--- src/dlx_macros.svh ---
`ifndef DLX_MACROS_SVH
`define DLX_MACROS_SVH

`define DLX_WORD_W     32
`define DLX_REG_COUNT  32
`define DLX_DMEM_WORDS 64
`define DLX_ALU_OP_W   5

// Major opcodes, instr[0:5]
`define DLX_OP_SPECIAL 6'h00
`define DLX_OP_J       6'h02
`define DLX_OP_BEQZ    6'h04
`define DLX_OP_BNEZ    6'h05
`define DLX_OP_ADDI    6'h08
`define DLX_OP_ADDUI   6'h09
`define DLX_OP_SUBI    6'h0a
`define DLX_OP_SUBUI   6'h0b
`define DLX_OP_JR      6'h0c
`define DLX_OP_SGEI    6'h1d
`define DLX_OP_LW      6'h23
`define DLX_OP_SW      6'h2b

// R-type function codes, instr[26:31]
`define DLX_FN_ADD     6'h20
`define DLX_FN_ADDU    6'h21
`define DLX_FN_SUB     6'h18
`define DLX_FN_SUBU    6'h19
`define DLX_FN_XOR     6'h26
`define DLX_FN_NOP     6'h15

`define DLX_ALU_AND    5'h00
`define DLX_ALU_OR     5'h01
`define DLX_ALU_ADD    5'h02 // Also addu
`define DLX_ALU_SUB    5'h03 // Also subu
`define DLX_ALU_XOR    5'h04
`define DLX_ALU_SGE    5'h09

`endif
--- src/dlx_pkg.sv ---
`include "dlx_macros.svh"

package dlx_pkg;

   typedef logic [`DLX_WORD_W-1:0] word_t;

   // Bit 0 is the MSB, matching DLX field numbering
   typedef logic [0:`DLX_WORD_W-1] instr_t;

   typedef logic [$clog2(`DLX_REG_COUNT)-1:0] reg_idx_t;

   typedef logic [`DLX_ALU_OP_W-1:0] alu_op_t;

   // Whether the instruction sitting in decode is squashed
   typedef enum logic {
      ks_run,
      ks_kill
   } kill_state_t;

endpackage

--- src/dlx_core.sv ---
`timescale 1ns/100ps
`include "dlx_macros.svh"

module dlx_core (
   input  logic              clk,
   input  logic              rst,
   input  dlx_pkg::instr_t   imem_data,
   output dlx_pkg::word_t    imem_addr,
   output logic              wb_valid,
   output dlx_pkg::reg_idx_t wb_reg,
   output dlx_pkg::word_t    wb_data,
   output logic              st_valid,
   output dlx_pkg::word_t    st_addr,
   output dlx_pkg::word_t    st_data
);

   dlx_pkg::word_t      pc;
   dlx_pkg::word_t      pc_plus_four;
   dlx_pkg::instr_t     dec_instr;
   dlx_pkg::word_t      dec_pc_plus_four;
   dlx_pkg::kill_state_t kill_state;

   logic                reg_wr;
   dlx_pkg::reg_idx_t   reg_dst;
   dlx_pkg::reg_idx_t   rs1_sel;
   dlx_pkg::reg_idx_t   rs2_sel;
   logic                ext_op;
   logic                alu_src;
   dlx_pkg::alu_op_t    alu_op;
   logic                mem_wr;
   logic                mem_to_reg;
   logic                branch;
   dlx_pkg::word_t      new_pc_if_jump;
   logic                kill_next;

   dlx_pkg::word_t      rs1_val;
   dlx_pkg::word_t      rs2_val;
   dlx_pkg::word_t      imm_ext;
   dlx_pkg::word_t      alu_b;
   dlx_pkg::word_t      alu_result;
   dlx_pkg::word_t      mem_rd_data;

   logic                wb_load;
   dlx_pkg::word_t      wb_alu;
   logic                load_wr;
   logic                rf_wr_en;
   dlx_pkg::reg_idx_t   rf_wr_sel;
   dlx_pkg::word_t      rf_wr_data;

   assign pc_plus_four = pc + 32'd4;
   assign imem_addr    = pc;

   always_ff @(posedge clk) begin
      if (rst) begin
         pc         <= '0;
         kill_state <= dlx_pkg::ks_kill; // Empty decode reg is squashed
         wb_valid   <= 1'b0;
         wb_load    <= 1'b0;
      end else begin
         if (branch) begin
            pc <= new_pc_if_jump;
         end else if (mem_to_reg) begin
            pc <= dec_pc_plus_four; // Refetch the load's follower
         end else begin
            pc <= pc_plus_four;
         end
         kill_state <= kill_next ? dlx_pkg::ks_kill : dlx_pkg::ks_run;
         wb_valid   <= reg_wr && (reg_dst != '0); // r0 never reported
         wb_load    <= mem_to_reg;
      end
   end

   always_ff @(posedge clk) begin
      dec_instr        <= imem_data;
      dec_pc_plus_four <= pc_plus_four;
      wb_reg           <= reg_dst;
      wb_alu           <= alu_result;
   end

   dlx_control u_control (
      .instr            (dec_instr),
      .rs1              (rs1_val),
      .pc_plus_four     (dec_pc_plus_four),
      .should_be_killed (kill_state == dlx_pkg::ks_kill),
      .reg_wr           (reg_wr),
      .reg_dst          (reg_dst),
      .rs1_sel          (rs1_sel),
      .rs2_sel          (rs2_sel),
      .ext_op           (ext_op),
      .alu_src          (alu_src),
      .alu_op           (alu_op),
      .mem_wr           (mem_wr),
      .mem_to_reg       (mem_to_reg),
      .branch           (branch),
      .new_pc_if_jump   (new_pc_if_jump),
      .kill_next        (kill_next)
   );

   // ALU results write at the decode edge, loads one edge later
   assign load_wr    = wb_valid && wb_load;
   assign rf_wr_en   = load_wr || (reg_wr && !mem_to_reg);
   assign rf_wr_sel  = load_wr ? wb_reg : reg_dst;
   assign rf_wr_data = load_wr ? wb_data : alu_result;

   dlx_regfile u_regfile (
      .clk      (clk),
      .rst      (rst),
      .rs1_sel  (rs1_sel),
      .rs2_sel  (rs2_sel),
      .wr_sel   (rf_wr_sel),
      .wr_en    (rf_wr_en),
      .wr_data  (rf_wr_data),
      .rs1_data (rs1_val),
      .rs2_data (rs2_val)
   );

   assign imm_ext = ext_op ? {{(`DLX_WORD_W-16){dec_instr[16]}}, dec_instr[16:31]}
                           : {{(`DLX_WORD_W-16){1'b0}}, dec_instr[16:31]};
   assign alu_b   = alu_src ? rs2_val : imm_ext;

   dlx_alu u_alu (
      .a      (rs1_val),
      .b      (alu_b),
      .op     (alu_op),
      .result (alu_result)
   );

   dlx_data_mem u_data_mem (
      .clk     (clk),
      .addr    (alu_result),
      .wr_en   (mem_wr),
      .wr_data (rs2_val),
      .rd_data (mem_rd_data)
   );

   assign wb_data  = wb_load ? mem_rd_data : wb_alu;

   assign st_valid = mem_wr;
   assign st_addr  = alu_result;
   assign st_data  = rs2_val;

endmodule

--- src/dlx_data_mem.sv ---
`timescale 1ns/100ps
`include "dlx_macros.svh"

module dlx_data_mem (
   input  logic           clk,
   input  dlx_pkg::word_t addr,
   input  logic           wr_en,
   input  dlx_pkg::word_t wr_data,
   output dlx_pkg::word_t rd_data
);

   localparam int IDX_W = $clog2(`DLX_DMEM_WORDS);

   dlx_pkg::word_t   mem [`DLX_DMEM_WORDS];
   logic [IDX_W-1:0] idx;

   assign idx = addr[IDX_W+1:2]; // Drop byte offset

   initial begin
      for (int i = 0; i < `DLX_DMEM_WORDS; i++) begin
         mem[i] = '0;
      end
   end

   always_ff @(posedge clk) begin
      if (wr_en) begin
         mem[idx] <= wr_data;
      end
      rd_data <= mem[idx];
   end

endmodule

--- src/dlx_alu.sv ---
`timescale 1ns/100ps
`include "dlx_macros.svh"

module dlx_alu (
   input  dlx_pkg::word_t   a,
   input  dlx_pkg::word_t   b,
   input  dlx_pkg::alu_op_t op,
   output dlx_pkg::word_t   result
);

   logic sge;

   assign sge = ($signed(a) >= $signed(b)); // Signed compare

   always_comb begin
      case (op)
         `DLX_ALU_ADD: begin
            result = a + b;
         end
         `DLX_ALU_SUB: begin
            result = a - b;
         end
         `DLX_ALU_XOR: begin
            result = a ^ b;
         end
         `DLX_ALU_SGE: begin
            result = {{(`DLX_WORD_W-1){1'b0}}, sge}; // 1 or 0
         end
         default: begin
            result = '0;
         end
      endcase
   end

endmodule

--- src/dlx_regfile.sv ---
`timescale 1ns/100ps
`include "dlx_macros.svh"

module dlx_regfile (
   input  logic              clk,
   input  logic              rst,
   input  dlx_pkg::reg_idx_t rs1_sel,
   input  dlx_pkg::reg_idx_t rs2_sel,
   input  dlx_pkg::reg_idx_t wr_sel,
   input  logic              wr_en,
   input  dlx_pkg::word_t    wr_data,
   output dlx_pkg::word_t    rs1_data,
   output dlx_pkg::word_t    rs2_data
);

   dlx_pkg::word_t regs [1:`DLX_REG_COUNT-1]; // No storage for r0

   always_ff @(posedge clk) begin
      if (rst) begin
         for (int i = 1; i < `DLX_REG_COUNT; i++) begin
            regs[i] <= '0;
         end
      end else if (wr_en && wr_sel != '0) begin
         regs[wr_sel] <= wr_data;
      end
   end

   assign rs1_data = (rs1_sel == '0) ? '0 : regs[rs1_sel];
   assign rs2_data = (rs2_sel == '0) ? '0 : regs[rs2_sel];

endmodule

--- src/dlx_control.sv ---
`timescale 1ns/100ps
`include "dlx_macros.svh"

module dlx_control (
   input  dlx_pkg::instr_t   instr,
   input  dlx_pkg::word_t    rs1,
   input  dlx_pkg::word_t    pc_plus_four,
   input  logic              should_be_killed,
   output logic              reg_wr,
   output dlx_pkg::reg_idx_t reg_dst,
   output dlx_pkg::reg_idx_t rs1_sel,
   output dlx_pkg::reg_idx_t rs2_sel,
   output logic              ext_op,
   output logic              alu_src,
   output dlx_pkg::alu_op_t  alu_op,
   output logic              mem_wr,
   output logic              mem_to_reg,
   output logic              branch,
   output dlx_pkg::word_t    new_pc_if_jump,
   output logic              kill_next
);

   logic [0:5] opcode;
   logic [0:5] func;
   logic       r_type;
   logic       r_alu;
   logic       i_alu;
   logic       is_lw;
   logic       take_branch;

   assign opcode  = instr[0:5];
   assign func    = instr[26:31];
   assign rs1_sel = instr[6:10];
   assign rs2_sel = instr[11:15];

   assign r_type = (opcode == `DLX_OP_SPECIAL) && (func != `DLX_FN_NOP);

   // Only the supported R-type functions write back
   assign r_alu = r_type && (func == `DLX_FN_ADD  || func == `DLX_FN_ADDU ||
                             func == `DLX_FN_SUB  || func == `DLX_FN_SUBU ||
                             func == `DLX_FN_XOR);

   assign i_alu = opcode == `DLX_OP_ADDI || opcode == `DLX_OP_ADDUI ||
                  opcode == `DLX_OP_SUBI || opcode == `DLX_OP_SUBUI ||
                  opcode == `DLX_OP_SGEI;

   assign is_lw = (opcode == `DLX_OP_LW);

   assign reg_dst = r_type ? instr[16:20] : instr[11:15]; // rd or rs2 field

   assign ext_op = opcode == `DLX_OP_ADDI || opcode == `DLX_OP_SUBI ||
                   opcode == `DLX_OP_SGEI || opcode == `DLX_OP_LW ||
                   opcode == `DLX_OP_SW; // Unsigned forms zero extend

   assign alu_src = r_type; // 1 selects rs2, 0 the immediate

   always_comb begin
      alu_op = `DLX_ALU_ADD; // Address calc for lw/sw
      case (opcode)
         `DLX_OP_SPECIAL: begin
            case (func)
               `DLX_FN_SUB, `DLX_FN_SUBU: alu_op = `DLX_ALU_SUB;
               `DLX_FN_XOR:               alu_op = `DLX_ALU_XOR;
               default:                   alu_op = `DLX_ALU_ADD;
            endcase
         end
         `DLX_OP_SUBI, `DLX_OP_SUBUI: alu_op = `DLX_ALU_SUB;
         `DLX_OP_SGEI:                alu_op = `DLX_ALU_SGE;
         default:                     alu_op = `DLX_ALU_ADD;
      endcase
   end

   dlx_jump_branch u_jump_branch (
      .instruction  (instr),
      .pc_plus_four (pc_plus_four),
      .rs1          (rs1),
      .output_pc    (new_pc_if_jump),
      .take_branch  (take_branch)
   );

   assign reg_wr     = (r_alu || i_alu || is_lw) && !should_be_killed;
   assign mem_wr     = (opcode == `DLX_OP_SW) && !should_be_killed;
   assign mem_to_reg = is_lw && !should_be_killed;
   assign branch     = take_branch && !should_be_killed;

   // Load refetches its follower, redirect drops it
   assign kill_next = mem_to_reg || branch;

endmodule

--- src/dlx_jump_branch.sv ---
`timescale 1ns/100ps
`include "dlx_macros.svh"

module dlx_jump_branch (
   input  dlx_pkg::instr_t instruction,
   input  dlx_pkg::word_t  pc_plus_four,
   input  dlx_pkg::word_t  rs1,
   output dlx_pkg::word_t  output_pc,
   output logic            take_branch
);

   logic [0:5]     opcode;
   dlx_pkg::word_t off16;
   dlx_pkg::word_t off26;
   logic           rs1_zero;

   assign opcode   = instruction[0:5];
   assign off16    = {{(`DLX_WORD_W-16){instruction[16]}}, instruction[16:31]};
   assign off26    = {{(`DLX_WORD_W-26){instruction[6]}}, instruction[6:31]};
   assign rs1_zero = (rs1 == '0);

   always_comb begin
      output_pc   = pc_plus_four + off16; // Branch target by default
      take_branch = 1'b0;
      case (opcode)
         `DLX_OP_J: begin
            output_pc   = pc_plus_four + off26;
            take_branch = 1'b1;
         end
         `DLX_OP_JR: begin
            output_pc   = rs1; // Register indirect
            take_branch = 1'b1;
         end
         `DLX_OP_BEQZ: take_branch = rs1_zero;
         `DLX_OP_BNEZ: take_branch = ~rs1_zero;
         default: take_branch = 1'b0;
      endcase
   end

endmodule

--- config.mk ---
export PLATFORM = sky130hd
export DESIGN_NAME = dlx_core
export DESIGN_NICKNAME = d
export VERILOG_FILES = /design/src/dlx_pkg.sv /design/src/dlx_core.sv /design/src/dlx_data_mem.sv /design/src/dlx_alu.sv /design/src/dlx_regfile.sv /design/src/dlx_control.sv /design/src/dlx_jump_branch.sv
export VERILOG_INCLUDE_DIRS = /design/src
export SDC_FILE = /design/constraint.sdc
export NUM_CORES = 2
export LEC_CHECK = 0
export BUFFER_PORTS_ARGS = -buffer_cell sky130_fd_sc_hd__clkbuf_2
export CORE_MARGIN = 3
export CORE_UTILIZATION = 54
export DETAILED_ROUTE_END_ITERATION = 7
export PLACE_DENSITY = 0.7
export SETUP_SLACK_MARGIN = 0.1
export SLEW_MARGIN = 10
export SYNTH_ARGS = -nofsm -noshare
export SYNTH_HDL_FRONTEND = slang
export SYNTH_SLANG_ARGS = --single-unit
--- constraint.sdc ---
create_clock -name clk -period 9.9 [get_ports clk]
set_input_delay 0.495 -clock clk [delete_from_list [all_inputs] [get_ports clk]]
set_output_delay 0.495 -clock clk [all_outputs]
set_load 0.01 [all_outputs]
==> load_flow_metrics.sql <==
INSERT INTO impl_metrics (metric_group, metric, value, unit) VALUES
('yosys', 'yosys_most_used_dff', 'sky130_fd_sc_hd__edfxtp_1', ''),
('clocking', 'clock_sinks', '3240', ''),
('yosys', 'syn_inst', '9242', ''),
('detailed_routing', 'vias_per_cell', '7.185', ''),
('detailed_routing', 'route.detailed.wl_per_inst', '37.14', 'µm'),
('global_route', 'wire_length_of_the_first_global_routing_pass', '679400', 'µm'),
('power_and_ir_drop', 'power_leakage', '54.12', 'nW'),
('clocking', 'htree_num_levels', '5', ''),
('floorplanning', 'total_number_of_placement_rows', '185', ''),
('yosys', 'synth.distinct_cells', '96', ''),
('global_route', 'via_count_of_the_first_global_routing_pass', '90430', ''),
('finish', 'stdcell_area', '157200', 'µm²'),
('worst_setup_path', 'crit_path_class', 'register to register', ''),
('clocking', 'tritoncts_clock_tree', 'built', ''),
('worst_setup_path', 'critical_path_arrival', '9.75', 'ns'),
('detailed_routing', 'drt-pass1-iter-count', '8', ''),
('yosys', 'netlist.area_leader.share', '66.33', '%'),
('yosys', 'yosysSeqAreaShare', '68.75', '%'),
('clocking', 'postCtsSetupBuffers', '0', ''),
('sta', 'finalClockSkew', '0.08167', 'ns'),
('yosys', 'synth_top_cells_by_area', 'sky130_fd_sc_hd__edfxtp_1 (66%), sky130_fd_sc_hd__mux4_2 (8.0%), sky130_fd_sc_hd__a22oi_1 (3.2%)', ''),
('floorplanning', 'floorplan.initialDensity', '54.52', '%'),
('global_route', 'antenna_found_initial', '23', ''),
('sta', 'worst_pin_slew', '1.443', 'ns'),
('worst_setup_path', 'start_kind', 'register', ''),
('power_and_ir_drop', 'power.density', '224.3', 'nW/µm²'),
('yosys', 'synthMostInstantiatedCell', 'sky130_fd_sc_hd__edfxtp_1', ''),
('placed_design', 'detailed_place_hpwl', '295600', 'µm'),
('sta', 'max_clock_freq', '111.3', 'MHz'),
('sta', 'hold_violations', '0', ''),
('yosys', 'post_synth.cell_area_avg', '15.05', 'µm²'),
('floorplanning', 'die_area', '263700', 'µm²'),
('worst_setup_path', 'critical_path.max_fanout', '47', ''),
('clocking', 'number_of_cts_inserted_buffers', '328', ''),
('global_route', 'grt_max_degree', '93', ''),
('power_and_ir_drop', 'power.ir.vdd_worst', '0.1970', 'mV'),
('detailed_routing', 'route.final.wire_length', '487700', 'µm'),
('detailed_routing', 'vias', '94350', ''),
('global_route', 'grt_residual_overflow', '0', ''),
('yosys', 'synth.yosys.warnings', '0', ''),
('clocking', 'clk_transition_reported_paths', '0.06', 'ns'),
('floorplanning', 'die_w', '513.5', 'µm'),
('floorplanning', 'chipHeight', '513.5', 'µm'),
('sta', 'setup_viol_count_final', '0', ''),
('placed_design', 'gp_routability_congestion', '0.9561', ''),
('finish', 'largest_reg_flops', '2048', ''),
('worst_setup_path', 'cp_data_required_time', '10.66', 'ns'),
('floorplanning', 'core', '255100', 'µm²'),
('clocking', 'cts_max_path_buffers', '4', ''),
('sta', 'max_slew_margin', '3.463', '%'),
('flow_run', 'timing.max_cap.violations', '0', ''),
('sta', 'fin_worst_hold_slack', '0.1930', 'ns'),
('sta', 'maxSlewViolCount', '0', ''),
('sta', 'final_min_period', '8.988', 'ns'),
('yosys', 'synth.largest_area_cell', 'sky130_fd_sc_hd__edfxtp_1', ''),
('detailed_routing', 'drt_first_iter_violations', '16950', ''),
('worst_setup_path', 'worst_setup_path_end_kind', 'register', ''),
('finish', 'post_layout_net_count', '9629', ''),
('detailed_routing', 'route.detailed.drc', '0', ''),
('clocking', 'post_cts_resized', '0', ''),
('sta', 'final.setup.tns', '0', 'ns'),
('clocking', 'cts.root.buffer_cell', 'sky130_fd_sc_hd__clkbuf_16', ''),
('yosys', 'commonest_cells_post_synth', 'sky130_fd_sc_hd__edfxtp_1 (3072), sky130_fd_sc_hd__nor2_1 (1202), sky130_fd_sc_hd__a22oi_1 (601), sky130_fd_sc_hd__nand2_1 (521), sky130_fd_sc_hd__mux4_2 (493)', ''),
('status', 'outcome', 'completed', ''),
('yosys', 'synth_enable_flop_cells', '3072', ''),
('clocking', 'clkLatencyLatePin', '0.93', 'ns'),
('min_path', 'hold_path_class', 'input port to register', ''),
('yosys', 'syn-cell-area', '139100', 'µm²'),
('finish', 'max_flop_register', 'u_data_mem.mem', ''),
('detailed_routing', 'antenna_violating_nets_post_route', '0', ''),
('placed_design', 'place.port_buffers', '168', '');
==> power by group <==
part	internal [mW]	switching, mW
Sequential	15.6	0.464
Clock	7.05	5.27
Combinational	1.93	4.95
Total	24.6	10.7
==> repair_timing <==
item	CTS	global route
endpoints found under the setup margin	0	0
endpoints found under the hold margin	32	0
hold buffers	32	0
==> path summary, 6_finish.rpt <==
check	start	depth (start not counted)	end
max	dec_instr[17]	20	u_data_mem.rd_data[28]
min reg2reg	imem_addr[0]	0	dec_pc_plus_four[0]
min	rst	3	imem_addr[24]
max reg2reg	dec_instr[17]	20	u_data_mem.rd_data[28]
==> cell usage in the layout (no fill, tap or decap), types with 51 or more instances in the layout <==
master and n:
sky130_fd_sc_hd__a21o_1 51, sky130_fd_sc_hd__a21oi_1 312, sky130_fd_sc_hd__a221oi_1 179, sky130_fd_sc_hd__a22o_1 145
sky130_fd_sc_hd__a22oi_1 601, sky130_fd_sc_hd__a31oi_1 165, sky130_fd_sc_hd__buf_12 55, sky130_fd_sc_hd__buf_4 369
sky130_fd_sc_hd__clkbuf_1 79, sky130_fd_sc_hd__clkbuf_16 341, sky130_fd_sc_hd__clkbuf_2 170, sky130_fd_sc_hd__clkinv_2 53
sky130_fd_sc_hd__dfxtp_1 159, sky130_fd_sc_hd__edfxtp_1 3072, sky130_fd_sc_hd__ha_1 95, sky130_fd_sc_hd__inv_1 103
sky130_fd_sc_hd__mux2_2 64, sky130_fd_sc_hd__mux2i_1 247, sky130_fd_sc_hd__mux4_2 493, sky130_fd_sc_hd__nand2_1 463
sky130_fd_sc_hd__nand2_2 57, sky130_fd_sc_hd__nand3_1 96, sky130_fd_sc_hd__nor2_1 1096, sky130_fd_sc_hd__nor2_4 99
sky130_fd_sc_hd__nor3_1 139, sky130_fd_sc_hd__o21ai_0 142
==> layer usage <==
layer	part of all wire (%)	routed length (µm)	GRT usage, %
met2	44	216800	54.35
met5	0.013	64	0
met3	14	69990	9.666
met4	8.5	41510	25.18
met1	33	159300	46.33
==> worst max-delay path, cell delays in order, from the launching register on <==
cell,delay (ns)
sky130_fd_sc_hd__dfxtp_4,0.95
sky130_fd_sc_hd__buf_4,0.60
sky130_fd_sc_hd__mux4_2,0.41
sky130_fd_sc_hd__mux4_2,0.66
sky130_fd_sc_hd__mux2i_1,0.40
sky130_fd_sc_hd__nor2_4,0.04
sky130_fd_sc_hd__buf_4,0.25
sky130_fd_sc_hd__mux2_2,0.32
sky130_fd_sc_hd__ha_1,0.41
sky130_fd_sc_hd__o21a_1,0.18
sky130_fd_sc_hd__or2_2,0.30
sky130_fd_sc_hd__o311ai_0,0.59
sky130_fd_sc_hd__o22ai_4,0.39
sky130_fd_sc_hd__inv_2,0.64
sky130_fd_sc_hd__nor3_4,0.17
sky130_fd_sc_hd__buf_4,0.37
sky130_fd_sc_hd__buf_4,0.35
sky130_fd_sc_hd__a221oi_1,0.34
sky130_fd_sc_hd__a31oi_1,0.27
sky130_fd_sc_hd__nor4_1,0.98
sky130_fd_sc_hd__nand2_1,0.14
==> logic make-up (layout without fill, tap and decap cells) <==
kind of cell	after synthesis	in the layout	synth area share (%)
muxes	830	830	10.53
other	1	43	0.002696
xor gates and xnor gates	53	53	0.3338
adders and majority gates	98	98	0.8978
buffers and inverters	839	1321	2.652
AOI/OAI and AO/OA	1942	1942	10.01
DFF	3240	3240	68.75
and+or+nand+nor	2239	2239	6.827
==> metrics by stage <==
stage	total power [mW]	worst slack [ns]	instances
CTS	35.00	1.036	13120
floorplan	19.60	1.263	9273
global placement	22.81	0.1750	12500
detailed placement	22.91	1.187	12500
global route	35.98	0.6388	13120
finish	35.26	0.9117	13130
==> area by class of cell <==
class / count / area, µm²
sequential: 3240 / 95640
clock buffer: 446 / 9170
clock inverter: 142 / 1350
inverter: 109 / 414.1
tap: 3366 / 4212
multi-input combinational: 5194 / 41330
antenna: 11 / 27.53
timing repair buffer: 624 / 5032
fill: 18260 / 97910
Power figures use the tool's default switching activity.
